File: config.mk
export PLATFORM = sky130hd
export DESIGN_NAME = mpmc_top
export DESIGN_NICKNAME = d
export VERILOG_FILES = /design/src/rtl/mem_cfg_pkg.sv /design/src/rtl/chan_pkg.sv /design/src/rtl/chan_port.sv /design/src/rtl/chan_arbiter.sv /design/src/rtl/app_sequencer.sv /design/src/rtl/mpmc_top.sv
export SDC_FILE = /design/constraint.sdc
export NUM_CORES = 1
export LEC_CHECK = 0
export CORE_MARGIN = 4
export CORE_UTILIZATION = 40
export CTS_CLUSTER_SIZE = 8
export DETAILED_ROUTE_END_ITERATION = 8
export DONT_BUFFER_PORTS = 1
export SYNTH_ARGS = -nofsm -noshare
export SYNTH_HDL_FRONTEND = slang
export SYNTH_SLANG_ARGS = --single-unit
export TNS_END_PERCENT = 1
File: constraint.sdc
create_clock -name mem_ui_clk -period 8.5 [get_ports mem_ui_clk]
set_clock_uncertainty 0.2 [all_clocks]
set_input_delay 0.85 -clock mem_ui_clk [delete_from_list [all_inputs] [get_ports mem_ui_clk]]
set_output_delay 0.85 -clock mem_ui_clk [all_outputs]
set_load 0.01 [all_outputs]
File: src/rtl/mem_cfg_pkg.sv
package mem_cfg_pkg;

	// ========================================
	// Application interface widths
	// ========================================

	// Line address as seen by the DDR controller
	localparam int APP_ADDR_W = 29;

	// One line is 16 bytes
	localparam int APP_DATA_W = 128;

	// One mask bit per byte of the line
	localparam int APP_MASK_W = APP_DATA_W / 8;

	// ========================================
	// Types
	// ========================================

	typedef logic [APP_ADDR_W-1:0] app_addr_t;

	typedef logic [APP_DATA_W-1:0] app_data_t;

	// A set bit keeps the byte unchanged in memory
	typedef logic [APP_MASK_W-1:0] app_mask_t;

	typedef logic [2:0] app_cmd_t;

	// ========================================
	// Commands
	// ========================================

	// Only plain line writes and line reads are issued
	localparam app_cmd_t CMD_WRITE = 3'd0;
	localparam app_cmd_t CMD_READ = 3'd1;

endpackage

File: src/rtl/chan_pkg.sv
package chan_pkg;

	// ========================================
	// Client channels
	// ========================================

	// CPU port and I/O port
	localparam int NUM_CH = 2;

	// Byte address on the client bus
	localparam int CH_ADDR_W = 32;

	typedef logic [CH_ADDR_W-1:0] ch_addr_t;

	// Data words of the two ports
	typedef logic [127:0] cpu_dat_t;
	typedef logic [31:0] io_dat_t;

	// Port number, also the arbiter grant
	typedef logic chan_id_t;

	localparam chan_id_t CH_CPU = 1'b0;
	localparam chan_id_t CH_IO = 1'b1;

endpackage

File: src/rtl/chan_port.sv
`timescale 1ns/1ns

module chan_port #(
	parameter type dat_t = chan_pkg::io_dat_t
) (
	input  logic                        mem_ui_clk,
	input  logic                        mem_ui_rst,
	input  logic                        cyc_i,
	input  logic                        stb_i,
	input  logic                        we_i,
	input  logic [$bits(dat_t)/8-1:0]   sel_i,
	input  chan_pkg::ch_addr_t          adr_i,
	input  dat_t                        dat_i,
	input  logic                        done_i,
	input  mem_cfg_pkg::app_data_t      rd_line_i,
	output logic                        ack_o,
	output dat_t                        dat_o,
	output logic                        req_o,
	output logic                        req_we_o,
	output mem_cfg_pkg::app_addr_t      req_addr_o,
	output mem_cfg_pkg::app_data_t      req_data_o,
	output mem_cfg_pkg::app_mask_t      req_mask_o
);

	// Lane geometry follows from the port word
	localparam int DAT_W = $bits(dat_t);
	localparam int SEL_W = DAT_W / 8;
	localparam int LANES = mem_cfg_pkg::APP_DATA_W / DAT_W;

	// Keeps only the address bits that pick a lane inside the line
	localparam logic [3:0] OFS_MASK = 4'(~(SEL_W - 1));

	logic                   ack_q;
	logic [3:0]             ofs_q;
	logic [3:0]             byte_ofs;
	logic                   take;
	mem_cfg_pkg::app_mask_t sel_ext;

	// ========================================
	// Request capture
	// ========================================

	// Byte offset of the addressed lane within the line
	assign byte_ofs = adr_i[3:0] & OFS_MASK;
	assign sel_ext = mem_cfg_pkg::app_mask_t'(sel_i);

	// A new request waits until the previous ack has been seen off
	assign take = cyc_i && stb_i && !req_o && !ack_q;

	always_ff @(posedge mem_ui_clk) begin
		if (mem_ui_rst) begin
			req_o <= 1'b0;
			ack_q <= 1'b0;
		end else begin
			if (take)
				req_o <= 1'b1;
			else if (done_i)
				req_o <= 1'b0;

			if (done_i)
				ack_q <= 1'b1;
			else if (ack_q && !stb_i)
				ack_q <= 1'b0;
		end
	end

	// Line request fields, loaded once per access
	always_ff @(posedge mem_ui_clk) begin
		if (take) begin
			req_we_o <= we_i;
			req_addr_o <= mem_cfg_pkg::app_addr_t'(adr_i[chan_pkg::CH_ADDR_W-1:4]);
			// Same word on every lane and the mask picks the lane that lands
			req_data_o <= {LANES{dat_i}};
			ofs_q <= byte_ofs;
			if (we_i)
				req_mask_o <= ~(sel_ext << byte_ofs);
			else
				req_mask_o <= '0;
		end
	end

	// ========================================
	// Completion
	// ========================================

	// Pull the addressed lane out of the returned line
	always_ff @(posedge mem_ui_clk) begin
		if (done_i)
			dat_o <= dat_t'(rd_line_i >> {ofs_q, 3'b000});
	end

	// Drops in the same cycle as stb_i
	assign ack_o = ack_q && stb_i;

endmodule

File: src/rtl/chan_arbiter.sv
`timescale 1ns/1ns

module chan_arbiter (
	input  logic                             mem_ui_clk,
	input  logic                             mem_ui_rst,
	input  logic                             cpu_req_i,
	input  logic                             cpu_we_i,
	input  mem_cfg_pkg::app_addr_t           cpu_addr_i,
	input  mem_cfg_pkg::app_data_t           cpu_data_i,
	input  mem_cfg_pkg::app_mask_t           cpu_mask_i,
	input  logic                             io_req_i,
	input  logic                             io_we_i,
	input  mem_cfg_pkg::app_addr_t           io_addr_i,
	input  mem_cfg_pkg::app_data_t           io_data_i,
	input  mem_cfg_pkg::app_mask_t           io_mask_i,
	input  logic                             cmd_ready_i,
	input  logic                             seq_done_i,
	output logic                             cmd_valid_o,
	output logic                             cmd_we_o,
	output mem_cfg_pkg::app_addr_t           cmd_addr_o,
	output mem_cfg_pkg::app_data_t           cmd_data_o,
	output mem_cfg_pkg::app_mask_t           cmd_mask_o,
	output logic [chan_pkg::NUM_CH-1:0]      done_o
);

	logic               busy_q;
	chan_pkg::chan_id_t grant_q;
	chan_pkg::chan_id_t prio_q;
	chan_pkg::chan_id_t pick;

	// Alternate on a tie, otherwise the lone requester wins
	always_comb begin
		if (cpu_req_i && io_req_i)
			pick = prio_q;
		else if (io_req_i)
			pick = chan_pkg::CH_IO;
		else
			pick = chan_pkg::CH_CPU;
	end

	// ========================================
	// Grant and command handshake
	// ========================================

	always_ff @(posedge mem_ui_clk) begin
		if (mem_ui_rst) begin
			busy_q <= 1'b0;
			grant_q <= chan_pkg::CH_CPU;
			prio_q <= chan_pkg::CH_CPU;
			cmd_valid_o <= 1'b0;
		end else if (!busy_q && (cpu_req_i || io_req_i)) begin
			busy_q <= 1'b1;
			grant_q <= pick;
			cmd_valid_o <= 1'b1;
			// The other port gets the next tie
			if (pick == chan_pkg::CH_CPU)
				prio_q <= chan_pkg::CH_IO;
			else
				prio_q <= chan_pkg::CH_CPU;
		end else begin
			if (cmd_valid_o && cmd_ready_i)
				cmd_valid_o <= 1'b0;
			if (seq_done_i)
				busy_q <= 1'b0;
		end
	end

	// Command fields of the winning port
	always_ff @(posedge mem_ui_clk) begin
		if (!busy_q) begin
			if (pick == chan_pkg::CH_IO) begin
				cmd_we_o <= io_we_i;
				cmd_addr_o <= io_addr_i;
				cmd_data_o <= io_data_i;
				cmd_mask_o <= io_mask_i;
			end else begin
				cmd_we_o <= cpu_we_i;
				cmd_addr_o <= cpu_addr_i;
				cmd_data_o <= cpu_data_i;
				cmd_mask_o <= cpu_mask_i;
			end
		end
	end

	// Completion goes back to the port holding the grant
	always_comb begin
		done_o = '0;
		if (busy_q && seq_done_i)
			done_o[grant_q] = 1'b1;
	end

endmodule

File: src/rtl/app_sequencer.sv
`timescale 1ns/1ns

module app_sequencer (
	input  logic                        mem_ui_clk,
	input  logic                        mem_ui_rst,
	input  logic                        calib_complete_i,
	input  logic                        cmd_valid_i,
	input  logic                        cmd_we_i,
	input  mem_cfg_pkg::app_addr_t      cmd_addr_i,
	input  mem_cfg_pkg::app_data_t      cmd_data_i,
	input  mem_cfg_pkg::app_mask_t      cmd_mask_i,
	input  logic                        app_rdy_i,
	input  logic                        app_wdf_rdy_i,
	input  mem_cfg_pkg::app_data_t      app_rd_data_i,
	input  logic                        app_rd_data_valid_i,
	output logic                        cmd_ready_o,
	output logic                        app_en_o,
	output mem_cfg_pkg::app_cmd_t       app_cmd_o,
	output mem_cfg_pkg::app_addr_t      app_addr_o,
	output mem_cfg_pkg::app_data_t      app_wdf_data_o,
	output mem_cfg_pkg::app_mask_t      app_wdf_mask_o,
	output logic                        app_wdf_wren_o,
	output logic                        app_wdf_end_o,
	output logic                        done_o,
	output mem_cfg_pkg::app_data_t      rd_line_o
);

	typedef enum logic [1:0] {
		S_IDLE,
		S_CMD,
		S_WDATA,
		S_RWAIT
	} state_t;

	state_t state_q;
	logic   cmd_xfer;

	// Nothing is accepted before calibration is done
	assign cmd_ready_o = (state_q == S_IDLE) && calib_complete_i;
	assign cmd_xfer = cmd_valid_i && cmd_ready_o;

	// ========================================
	// Control FSM
	// ========================================

	always_ff @(posedge mem_ui_clk) begin
		if (mem_ui_rst) begin
			state_q <= S_IDLE;
			app_en_o <= 1'b0;
			app_wdf_wren_o <= 1'b0;
			app_wdf_end_o <= 1'b0;
			done_o <= 1'b0;
		end else begin
			// done_o is a single-cycle pulse
			done_o <= 1'b0;
			case (state_q)
				S_IDLE: begin
					if (cmd_xfer) begin
						app_en_o <= 1'b1;
						state_q <= S_CMD;
					end
				end
				S_CMD: begin
					// Command held until the controller takes it
					if (app_rdy_i) begin
						app_en_o <= 1'b0;
						if (app_cmd_o == mem_cfg_pkg::CMD_WRITE) begin
							app_wdf_wren_o <= 1'b1;
							app_wdf_end_o <= 1'b1;
							state_q <= S_WDATA;
						end else begin
							state_q <= S_RWAIT;
						end
					end
				end
				S_WDATA: begin
					// A line is one beat so wren and end go together
					if (app_wdf_rdy_i) begin
						app_wdf_wren_o <= 1'b0;
						app_wdf_end_o <= 1'b0;
						done_o <= 1'b1;
						state_q <= S_IDLE;
					end
				end
				S_RWAIT: begin
					if (app_rd_data_valid_i) begin
						done_o <= 1'b1;
						state_q <= S_IDLE;
					end
				end
				default: begin
					state_q <= S_IDLE;
				end
			endcase
		end
	end

	// ========================================
	// Payload registers
	// ========================================

	always_ff @(posedge mem_ui_clk) begin
		if (cmd_xfer) begin
			if (cmd_we_i)
				app_cmd_o <= mem_cfg_pkg::CMD_WRITE;
			else
				app_cmd_o <= mem_cfg_pkg::CMD_READ;
			app_addr_o <= cmd_addr_i;
			app_wdf_data_o <= cmd_data_i;
			app_wdf_mask_o <= cmd_mask_i;
		end
	end

	// Line kept until the next read returns
	always_ff @(posedge mem_ui_clk) begin
		if (state_q == S_RWAIT && app_rd_data_valid_i)
			rd_line_o <= app_rd_data_i;
	end

endmodule

File: src/rtl/mpmc_top.sv
`timescale 1ns/1ns

module mpmc_top (
	input  logic                        mem_ui_clk,
	input  logic                        mem_ui_rst,
	input  logic                        calib_complete_i,
	// CPU channel
	input  logic                        cpu_cyc_i,
	input  logic                        cpu_stb_i,
	input  logic                        cpu_we_i,
	input  logic [15:0]                 cpu_sel_i,
	input  chan_pkg::ch_addr_t          cpu_adr_i,
	input  chan_pkg::cpu_dat_t          cpu_dat_i,
	output chan_pkg::cpu_dat_t          cpu_dat_o,
	output logic                        cpu_ack_o,
	// I/O channel
	input  logic                        io_cyc_i,
	input  logic                        io_stb_i,
	input  logic                        io_we_i,
	input  logic [3:0]                  io_sel_i,
	input  chan_pkg::ch_addr_t          io_adr_i,
	input  chan_pkg::io_dat_t           io_dat_i,
	output chan_pkg::io_dat_t           io_dat_o,
	output logic                        io_ack_o,
	// DDR controller application interface
	output logic                        app_en_o,
	output mem_cfg_pkg::app_cmd_t       app_cmd_o,
	output mem_cfg_pkg::app_addr_t      app_addr_o,
	output mem_cfg_pkg::app_data_t      app_wdf_data_o,
	output mem_cfg_pkg::app_mask_t      app_wdf_mask_o,
	output logic                        app_wdf_wren_o,
	output logic                        app_wdf_end_o,
	input  logic                        app_rdy_i,
	input  logic                        app_wdf_rdy_i,
	input  mem_cfg_pkg::app_data_t      app_rd_data_i,
	input  logic                        app_rd_data_valid_i
);

	logic                          cpu_req;
	logic                          cpu_req_we;
	mem_cfg_pkg::app_addr_t        cpu_req_addr;
	mem_cfg_pkg::app_data_t        cpu_req_data;
	mem_cfg_pkg::app_mask_t        cpu_req_mask;
	logic                          io_req;
	logic                          io_req_we;
	mem_cfg_pkg::app_addr_t        io_req_addr;
	mem_cfg_pkg::app_data_t        io_req_data;
	mem_cfg_pkg::app_mask_t        io_req_mask;
	logic [chan_pkg::NUM_CH-1:0]   port_done;
	logic                          cmd_valid;
	logic                          cmd_ready;
	logic                          cmd_we;
	mem_cfg_pkg::app_addr_t        cmd_addr;
	mem_cfg_pkg::app_data_t        cmd_data;
	mem_cfg_pkg::app_mask_t        cmd_mask;
	logic                          seq_done;
	mem_cfg_pkg::app_data_t        rd_line;

	// ========================================
	// Port capture
	// ========================================

	chan_port #(.dat_t(chan_pkg::cpu_dat_t)) u_port_cpu (
		.mem_ui_clk (mem_ui_clk),
		.mem_ui_rst (mem_ui_rst),
		.cyc_i      (cpu_cyc_i),
		.stb_i      (cpu_stb_i),
		.we_i       (cpu_we_i),
		.sel_i      (cpu_sel_i),
		.adr_i      (cpu_adr_i),
		.dat_i      (cpu_dat_i),
		.done_i     (port_done[chan_pkg::CH_CPU]),
		.rd_line_i  (rd_line),
		.ack_o      (cpu_ack_o),
		.dat_o      (cpu_dat_o),
		.req_o      (cpu_req),
		.req_we_o   (cpu_req_we),
		.req_addr_o (cpu_req_addr),
		.req_data_o (cpu_req_data),
		.req_mask_o (cpu_req_mask)
	);

	chan_port #(.dat_t(chan_pkg::io_dat_t)) u_port_io (
		.mem_ui_clk (mem_ui_clk),
		.mem_ui_rst (mem_ui_rst),
		.cyc_i      (io_cyc_i),
		.stb_i      (io_stb_i),
		.we_i       (io_we_i),
		.sel_i      (io_sel_i),
		.adr_i      (io_adr_i),
		.dat_i      (io_dat_i),
		.done_i     (port_done[chan_pkg::CH_IO]),
		.rd_line_i  (rd_line),
		.ack_o      (io_ack_o),
		.dat_o      (io_dat_o),
		.req_o      (io_req),
		.req_we_o   (io_req_we),
		.req_addr_o (io_req_addr),
		.req_data_o (io_req_data),
		.req_mask_o (io_req_mask)
	);

	// ========================================
	// Arbitration and sequencing
	// ========================================

	chan_arbiter u_arbiter (
		.mem_ui_clk  (mem_ui_clk),
		.mem_ui_rst  (mem_ui_rst),
		.cpu_req_i   (cpu_req),
		.cpu_we_i    (cpu_req_we),
		.cpu_addr_i  (cpu_req_addr),
		.cpu_data_i  (cpu_req_data),
		.cpu_mask_i  (cpu_req_mask),
		.io_req_i    (io_req),
		.io_we_i     (io_req_we),
		.io_addr_i   (io_req_addr),
		.io_data_i   (io_req_data),
		.io_mask_i   (io_req_mask),
		.cmd_ready_i (cmd_ready),
		.seq_done_i  (seq_done),
		.cmd_valid_o (cmd_valid),
		.cmd_we_o    (cmd_we),
		.cmd_addr_o  (cmd_addr),
		.cmd_data_o  (cmd_data),
		.cmd_mask_o  (cmd_mask),
		.done_o      (port_done)
	);

	app_sequencer u_sequencer (
		.mem_ui_clk          (mem_ui_clk),
		.mem_ui_rst          (mem_ui_rst),
		.calib_complete_i    (calib_complete_i),
		.cmd_valid_i         (cmd_valid),
		.cmd_we_i            (cmd_we),
		.cmd_addr_i          (cmd_addr),
		.cmd_data_i          (cmd_data),
		.cmd_mask_i          (cmd_mask),
		.app_rdy_i           (app_rdy_i),
		.app_wdf_rdy_i       (app_wdf_rdy_i),
		.app_rd_data_i       (app_rd_data_i),
		.app_rd_data_valid_i (app_rd_data_valid_i),
		.cmd_ready_o         (cmd_ready),
		.app_en_o            (app_en_o),
		.app_cmd_o           (app_cmd_o),
		.app_addr_o          (app_addr_o),
		.app_wdf_data_o      (app_wdf_data_o),
		.app_wdf_mask_o      (app_wdf_mask_o),
		.app_wdf_wren_o      (app_wdf_wren_o),
		.app_wdf_end_o       (app_wdf_end_o),
		.done_o              (seq_done),
		.rd_line_o           (rd_line)
	);

endmodule

Word-level counts from Yosys, hierarchy flattened

Cells that the tools add are included.

Flip-flop bits (word level): 999
Word-level logic and storage cells: 123
Input port bits: 384

Reductions and logical operators: 38
Bitwise logic cells: 2
Mux-type cells: 39
Shift operators: 2
Magnitude comparators: 2
Equal/unequal tests: 8

Operators by type and width:

| operator           | number |
|---|---|
| $mux 128           | 1 |
| $shr 128x7->32     | 1 |
| $not 16->16        | 2 |
| $mux 28            | 1 |
| $mux 1             | 26 |
| $logic_and 1x1->1  | 17 |
| $mux 16            | 1 |
| $reduce_bool 2->1  | 8 |
| $shl 4x4->16       | 1 |
| $mux 2             | 5 |
| $pmux 2 s4         | 1 |
| $reduce_and 4->1   | 2 |
| $logic_not 1->1    | 7 |
| $ne 2x2->1 const B | 3 |
| $pmux 1 s2         | 3 |
| $eq 2x2->1 const B | 2 |
| $ne 2x1->1 const B | 2 |
| $logic_not 3->1    | 1 |
| $reduce_and 3->1   | 1 |
| $eq 2x1->1 const B | 1 |
| $logic_not 2->1    | 1 |
| $lt 1x2->1 const B | 1 |
| $demux 1 s1        | 1 |
| $ge 1x1->1 const B | 1 |
| $logic_or 1x1->1   | 1 |

Depth between registers and ports, before layout

Gate-level depths: netlist of the first run.

Depth in word-level cells: 7
Depth in mapped cells: 6

Cells and area by module

From an unflattened synthesis of the first run, not the netlist that was laid out.

Cells, all modules: 1328
Area total of the unflattened synthesis: 31330.0 µm²

Modules (own cells, without submodules):

| module                  | cells each | times used | area each (µm²) |
|---|---|---|---|
| app_sequencer           | 334        | 1          | 9345.2 |
| chan_port at u_port_cpu | 329        | 1          | 9322.7 |
| chan_arbiter            | 387        | 1          | 7554.7 |
| chan_port at u_port_io  | 278        | 1          | 5107.4 |

Worst setup path before layout of the first run

Ideal clock, no wire load.

Path kind: input-to-reg
From: input port io_stb_i
To: register u_port_io.ofs_q[2] (enable)
Stages: 1
Setup slack: -0.857 ns
Required time: 7.582 ns
Data arrival time: 8.440 ns
Library setup time: 0.718 ns
Cell sequence: nor4bb_1

Word-level cells in the longest chain between the ends: 3

Ends and longest elaborated chain:

| element                        | line            | text |
|---|---|---|
| start: declaration             | mpmc_top.sv:18  | `input logic io_stb_i,` |
| $logic_and 1x1->1 (3 in a row) | chan_port.sv:48 | `assign take = cyc_i && stb_i && !req_o && !ack_q;` |
| end signal: assignment         | chan_port.sv:74 | `ofs_q <= byte_ofs;` |
| end: declaration               | chan_port.sv:34 | `logic [3:0] ofs_q;` |

No other way between the ends.
A chain may end at the register's enable or synchronous reset.

Worst setup path after layout of the first run

From: register u_port_cpu.req_o
To: register u_arbiter.cmd_addr_o[27] (data pin)

Word-level cells in the longest chain between the ends: 3

Ends and longest elaborated chain:

| element                  | line               | text |
|---|---|---|
| start: declaration       | chan_port.sv:18    | `output logic req_o,` |
| start signal: assignment | chan_port.sv:52    | `req_o <= 1'b0;` |
| start signal: assignment | chan_port.sv:56    | `req_o <= 1'b1;` |
| start signal: assignment | chan_port.sv:58    | `req_o <= 1'b0;` |
| $logic_and 1x1->1        | chan_arbiter.sv:33 | `if (cpu_req_i && io_req_i)` |
| $mux 1                   | chan_arbiter.sv:33 |  |
| $mux 28                  | chan_arbiter.sv:71 | `if (pick == chan_pkg::CH_IO) begin` |
| end signal: assignment   | chan_arbiter.sv:73 | `cmd_addr_o <= io_addr_i;` |
| end signal: assignment   | chan_arbiter.sv:78 | `cmd_addr_o <= cpu_addr_i;` |
| end: declaration         | chan_arbiter.sv:20 | `output mem_cfg_pkg::app_addr_t cmd_addr_o,` |

No other way between the ends.

==> qor.yml, run 1 <==
final_layout:
  drive_gt1_frac: 0.1477
  layout.nets: 2015
  fin_util: 0.4858
  areaGrowthSynthToFinish_pct: 19.86
logic_synthesis:
  synthCells: 1400
  yosys.area_share.simple: 0.01380
  synthXorXnorAreaFrac: 0
  yosysWarnings: 0
  synth_fa_ha_area_frac: 0
  ys_seq_area_frac: 0.8874
  synth_top_family_by_area: "multiplexers"
  ys_ff_latch: 899
  yosys_most_used_dff: "edfxtp_1"
  netlist_area_mm2: 0.03028
  synth-compound-area-share: 0.02769
  synth_area_leaders: "edfxtp_1, mux4_2, o21ai_0, mux2_4, inv_1"
  yosys.area.top_type: "edfxtp_1"
  synth_common_cells: "edfxtp_1, inv_1, o21ai_0, mux2_4, nand3_1"
  synth-edff-count: 886
  async_reset_ff_frac: 0
  syn_avg_cell_area_um2: 21.63
  ys_types: 34
  yosysMostFrequentCell: "edfxtp_1"
  synthMuxAreaShare: 0.04608
  synth_top_area_frac: 0.8788
hold_path:
  hold_depth: 0
  min-delay-start: "app_rd_data_i[91]"
  worstHoldPathType: "primary input to register"
  min_to: "u_sequencer.rd_line_o[91]$_DFFE_PP_"
global_route:
  grt_max_degree: 154
  grt_use_met1: 0.1996
  grt_pass1_wl_um: 102900
  grt_pass1_vias: 14038
  antenna_found_initial: 19
  gr-total-overflow: 0
  grt_use_met2: 0.2984
  met3_usage: 0.07058
  grt_busiest_layer: "met2"
  track_usage: 0.1785
route:
  drc: 0
  vias: 13444
  drt_iter0_drc: 1233
  routed_wirelength_um: 73150
  wire_per_inst_um: 27.65
  via_per_inst: 5.083
  firstDrtPassIters: 5
  ant_nets: 0
die:
  die_h_um: 283.1
  die_x_um: 283.1
  initial_core_util: 0.4053
  rows: 100
  core_mm2: 0.07470
  die-area_mm2: 0.08015
  pin_count: 725
clock_network:
  cts_setup_buffers: 0
  worstSkewPairLatency_ns: 0.68
  numCtsBuffers: 130
  cts_buffer_depth: 3
  root_buffer: "clkbuf_16"
  clk_pin_slew_worst_paths_ns: 0.05
  cts_tree: "yes"
  cts_sinks: 899
  htree_levels: 4
timing:
  hold_viol: 0
  slew_headroom: 0.2665
  final_max_slew_viol_count: 0
  setup_viol: 0
  fin_ws_ns: 5.154
  fin_crit_ns: 3.346
  fmax_mhz: 298.9
  rsz0062_at_grt: "no"
  tns_ns: 0
  worstMarginPinSlew_ns: 1.100
  min_period_over_period: 0.3936
placement:
  port_buffers: 0
  dp_slack_ns: 5.162
  dp_hpwl_um: 48090
  gp_congestion: 0.8737
critical_path:
  start_kind: "register"
  endpoint_kind: "register"
  r2r_cells: 5
  arrival_ns: 3.57
  r2r-end: "u_arbiter.cmd_addr_o[27]$_DFFE_PN_"
  reg2reg_setup_slack_ns: 5.15
  worst-path-max-fanout: 75
  r2r_start: "u_port_cpu.req_o$_SDFFE_PP0P_"
  crit_required_ns: 8.72
  path_class: "register to register"
power_and_ir_drop:
  powerDensity_mw_per_mm2: 277.1
  leakage_uw: 0.01238
  irDropWorstVdd_v: 0.0001842
job:
  maxCapViolations: 0
run_status:
  outcome: "finished, final reports clean"
worst max path at each step:
stage | from | cells past startpoint | endpoint
after global routing | u_port_cpu.req_o$_SDFFE_PP0P_ | 5 | u_arbiter.cmd_addr_o[27]$_DFFE_PN_
after CTS | u_arbiter.prio_q$_SDFFE_PP0P_ | 5 | u_arbiter.cmd_addr_o[27]$_DFFE_PN_
final | u_port_cpu.req_o$_SDFFE_PP0P_ | 5 | u_arbiter.cmd_addr_o[27]$_DFFE_PN_
after floorplan | io_cyc_i | 1 | u_port_io.ofs_q[2]$_DFFE_PP_
after global placement | u_port_cpu.req_o$_SDFFE_PP0P_ | 5 | u_arbiter.cmd_addr_o[27]$_DFFE_PN_
after detailed placement | u_arbiter.prio_q$_SDFFE_PP0P_ | 5 | u_arbiter.cmd_addr_o[27]$_DFFE_PN_
cells in the final DEF (no fill, tap or decap), drive strengths merged, types with 3 or more instances in the layout:
| master | netlist | layout |
|---|---|---|
| mux4 | 32 | 32 |
| nand2 | 4 | 4 |
| diode | 0 | 17 |
| clkinv | 0 | 8 |
| dlygate4sd3 | 0 | 125 |
| buf | 18 | 14 |
| mux2 | 45 | 45 |
| inv | 141 | 147 |
| dfxtp | 13 | 13 |
| clkbuf | 24 | 146 |
| nor2b | 18 | 18 |
| nand3 | 35 | 35 |
| edfxtp | 886 | 886 |
| a21oi | 25 | 25 |
| conb | 1 | 3 |
| nand2b | 3 | 3 |
| nor2 | 5 | 5 |
| o21ai | 133 | 133 |
cell type report:
type | instances | area, µm²
Tap cell | 969 | 1212
Multi-Input combinational cell | 320 | 2689
Inverter | 141 | 546.8
Antenna cell | 17 | 42.54
Clock inverter | 14 | 249.0
Clock buffer | 146 | 3313
Timing Repair Buffer | 139 | 1369
Fill cell | 5944 | 38410
Sequential cell | 899 | 26870
stage by stage:
step / hold WS (ns) / total power, µW / instances / instance area [µm²]
final: 0.06165 / 10060 / 2645 / 36290
after global routing: 0.009508 / 10430 / 2642 / 36280
after CTS: 0.0005873 / 10170 / 2628 / 36250
after detailed placement: 0.2045 / 5571 / 2343 / 31430
after global placement: 0.2012 / 5557 / 2343 / 31430
after floorplan: 0.2003 / 5473 / 1402 / 30290
kinds of logic after synthesis:
kind of cell    Yosys count
flops                   899
simple gates             75
buf+inv                 183
other cells               1
compound gates          164
mux                      78
sequential cells by signal (all words and copies together) (netlist names), 2 cells and up:
name                        flops
u_arbiter.cmd_data_o          128
u_port_io.req_addr_o           28
u_sequencer.rd_line_o         128
u_sequencer.app_wdf_mask_o     16
u_port_io.req_data_o           32
u_port_io.dat_o                32
u_port_cpu.req_mask_o          16
u_port_cpu.req_addr_o          28
u_port_io.ofs_q                 2
u_sequencer.state_q             2
u_sequencer.app_addr_o         28
u_port_cpu.dat_o              128
u_arbiter.cmd_mask_o           16
u_port_cpu.req_data_o         128
u_arbiter.cmd_addr_o           28
u_port_io.req_mask_o           16
u_sequencer.app_wdf_data_o    128
critical path, stage by stage (launching register included):
cell and delay, ns:
dfxtp_1 0.36, nand2b_2 0.08, buf_4 0.46, and2_4 0.58
buf_4 0.80, mux2_2 0.41
report_power, final:
part | total [µW] | switching, µW | leakage, µW | internal (µW)
combinational | 293 | 186 | 0.00224 | 107
sequential | 5240 | 92.8 | 0.00841 | 5150
clock | 4520 | 1780 | 0.00173 | 2750
layer usage:
layer  wire length (µm)  part of all wire
met5                 13           0.00018
met4               2863             0.039
met3               6473             0.088
met2              37770              0.52
met1              26020              0.36
what timing repair did:
action	CTS	global route
gates resized for setup	0	0
endpoints found under the setup margin	0	0
hold endpoints to repair	136	0
hold buffers	125	0
Power figures use the tool's default switching activity.
==> run 2, diff against run 1 <==
clock period = 3.1 ns   (was 8.5 ns; I/O delays follow)
==> run 2 against run 1 <==
Hold slack lost 0.021 ns. Non-clock buffer count grew 353. Sequential share of layout area shrank 6.9 points. First-iteration DRC count grew 14%. Via count grew 13%. Critical endpoint is now u_port_cpu.req_data_o[123]$_DFFE_PP_. Largest cell class unchanged. Highest routed layer unchanged.
==> qor.yml, run 2 (same netlist as run 1, synthesis figures left out) <==
run_status:
  outcome: "finished, final reports clean"  # unchanged
critical_path:
  r2r_start: "u_port_cpu.req_o$_SDFFE_PP0P_"  # unchanged
  crit_required_ns: 3.19  # was 8.72 ns
  worst-path-max-fanout: 20  # was 75
  path_class: "register to register"  # unchanged
  reg2reg_setup_slack_ns: 0.30  # was 5.15 ns
  crit_slowest_cell: "dlygate4sd3_1"  # was buf_4
  r2r-end: "u_port_cpu.req_data_o[123]$_DFFE_PP_"  # was u_arbiter.cmd_addr_o[27]$_DFFE_PN_
  path_cells: "and4bb_4 > dlygate4sd3_1"  # was nand2b_2 > buf_4 > and2_4 > buf_4 > mux2_2
  cp_num_buf_inv: 1  # was 2
  slowest_delay_ns: 1.30  # was 0.80 ns
  start_kind: "register"  # unchanged
  endpoint_kind: "register"  # unchanged
  r2r_cells: 2  # was 5
  path_delay_family: "buffers and inverters"  # unchanged
  arrival_ns: 2.89  # was 3.57 ns
power_and_ir_drop:
  irDropWorstVdd_v: 0.0005423  # was 0.0001842 V
  p_sw_frac: 0.2109  # was 0.2044
  clkPwrFrac: 0.449  # was 0.450
  switchingPower_uw: 5973  # was 2056 µW
  p_int_uw: 22350  # was 8000 µW
  leakage_uw: 0.01395  # was 0.01238 µW
  p_total_uw: 28320  # was 10,060 µW
  p_comb_frac: 0.044  # was 0.029
  powerDensity_mw_per_mm2: 708.1  # was 277.1 mW/mm²
  power_frac_seq: 0.507  # was 0.521
clock_network:
  cts_hold_buf: 454  # was 125
  numCtsBuffers: 130  # unchanged
  cts_setup_buffers: 0  # unchanged
  clk_pin_slew_worst_paths_ns: 0.05  # about the same
  cts_sinks: 899  # unchanged
  cts_buffer_depth: 3  # unchanged
  postCtsResizedCells: 0  # unchanged
  cts_tree: "yes"  # unchanged
  root_buffer: "clkbuf_16"  # unchanged
  htree_levels: 4  # unchanged
  worstSkewPairLatency_ns: 0.69  # was 0.68 ns
global_route:
  grt_pass1_vias: 16118  # was 14.04k
  antenna_found_initial: 10  # was 19
  grt_pass1_wl_um: 114300  # was 102,900 µm
  track_usage: 0.1951  # was 0.1785
  gr-total-overflow: 0  # unchanged
  grt_max_degree: 62  # was 154
timing:
  setup_viol: 0  # unchanged
  rsz0062_at_grt: "no"  # unchanged
  worstMarginPinSlew_ns: 1.055  # was 1.100 ns
  final_max_slew_viol_count: 0  # unchanged
  slew_headroom: 0.2942  # was 0.2665
  hold_viol: 0  # unchanged
  tns_ns: 0  # unchanged
  fin_crit_ns: 2.801  # was 3.346 ns
  fmax_mhz: 357.1  # was 298.9 MHz
  min_period_over_period: 0.9034  # was 0.3936
final_layout:
  layoutNonFillerInstCount: 2986  # was 2,645
  regArea_mm2: 0.02687  # about the same
  areaGrowthSynthToFinish_pct: 32.12  # was 19.86%
  layout_common_cells: "edfxtp_1, dlygate4sd3_1, inv_1"  # was edfxtp_1, inv_1, o21ai_0
  final_area_mm2: 0.04000  # was 0.03629 mm²
  multiInputGateArea_mm2: 0.002689  # unchanged
  drive_gt1_frac: 0.1349  # was 0.1477
  layout.nets: 2368  # was 2,015
  final_common_cell: "edfxtp_1"  # unchanged
  fin_util: 0.5355  # was 0.4858
  fill_cells: 5539  # was 5,944
hold_path:
  hold_depth: 1  # was 0
  min-delay-start: "cpu_adr_i[11]"  # was app_rd_data_i[91]
  worstHoldPathType: "primary input to register"  # unchanged
  min_to: "u_port_cpu.req_addr_o[7]$_DFFE_PP_"  # was u_sequencer.rd_line_o[91]$_DFFE_PP_
route:
  wire_per_inst_um: 26.61  # was 27.65 µm
  firstDrtPassIters: 5  # unchanged
  ant_nets: 0  # unchanged
  drt_iter0_drc: 1403  # was 1,233
  drc: 0  # unchanged
  routed_wirelength_um: 79450  # was 73,150 µm
  vias: 15186  # was 13.44k
  via_per_inst: 5.086  # was 5.083
placement:
  gp_congestion: 0.8364  # was 0.8737
  dpl_cell_area_mm2: 0.03177  # was 0.03143 mm²
  placedCellCount: 2367  # was 2,343
  port_buffers: 0  # unchanged
  dp_hpwl_um: 50200  # was 48,090 µm
die:
  rows: 100  # unchanged
  die_x_um: 283.1  # unchanged
  initial_core_util: 0.4053  # unchanged
  die-area_mm2: 0.08015  # unchanged
  core_mm2: 0.07470  # unchanged
  die_h_um: 283.1  # unchanged
  pin_count: 725  # unchanged
job:
  maxCapViolations: 0  # unchanged
-- run 2: area by class of cell --
type                    count  share of cell area
well taps                 969             0.03031
multi-input cells         320             0.06722
diodes                      8           0.0005005
clock buffers             143             0.08333
flip-flops and latches    899              0.6717
repair buffers            492              0.1251
clock inverters            14            0.008321
inverters                 141             0.01348
-- run 2: worst register-to-register path, delay by kind of cell (launching register included) --
| kind | cells | cell delay, ns |
|---|---|---|
| AND/OR/NAND/NOR | 1 | 0.53 |
| buffers and inverters | 1 | 1.31 |
| flip-flops | 1 | 0.37 |
-- run 2: power by group through the flow --
| stage | Combinational [µW] | Clock (µW) | Sequential [µW] |
|---|---|---|---|
| floorplan | 482 | 0 | 14500 |
| global placement | 715 | 0 | 14600 |
| detailed placement | 734 | 0 | 14600 |
| CTS | 1250 | 12900 | 14400 |
| global route | 1350 | 13500 | 14400 |
| finish | 1260 | 12700 | 14400 |
-- run 2: metal layers --
layer | vias to the layer above | routed length [µm] | track usage
met5 | - | 34 | 0
met4 | 6 | 2997 | 0.08281
met3 | 153 | 5927 | 0.05844
met2 | 788 | 41390 | 0.3377
met1 | 7726 | 29100 | 0.2270
li1 | 6513 | - | -
-- run 2: worst max path at each step --
stage                                   startpoint                                 endpoint  depth (start not counted)
3_5_place_dp   u_sequencer.state_q[1]$_SDFFE_PP0P_  u_sequencer.app_wdf_data_o[5]$_DFFE_PP_                          4
6_report             u_port_cpu.req_o$_SDFFE_PP0P_     u_port_cpu.req_data_o[123]$_DFFE_PP_                          2
2_1_floorplan  u_sequencer.state_q[1]$_SDFFE_PP0P_      u_sequencer.app_addr_o[0]$_DFFE_PP_                          4
3_3_place_gp   u_sequencer.state_q[1]$_SDFFE_PP0P_     u_sequencer.app_addr_o[10]$_DFFE_PP_                          4
5_1_grt              u_port_cpu.req_o$_SDFFE_PP0P_      u_port_cpu.req_data_o[47]$_DFFE_PP_                          2
4_1_cts              u_port_cpu.req_o$_SDFFE_PP0P_      u_port_cpu.req_data_o[79]$_DFFE_PP_                          2
-- run 2: stage by stage --
stage / setup slack [ns] / hold WS, ns
6_report: 0.2993 / 0.04058
5_1_grt: 0.1828 / 0.003559
4_1_cts: 0.2500 / 0.00003392
3_5_place_dp: 0.8034 / 0.1791
3_3_place_gp: 0.8768 / 0.1801
2_1_floorplan: -0.8143 / 0.1821
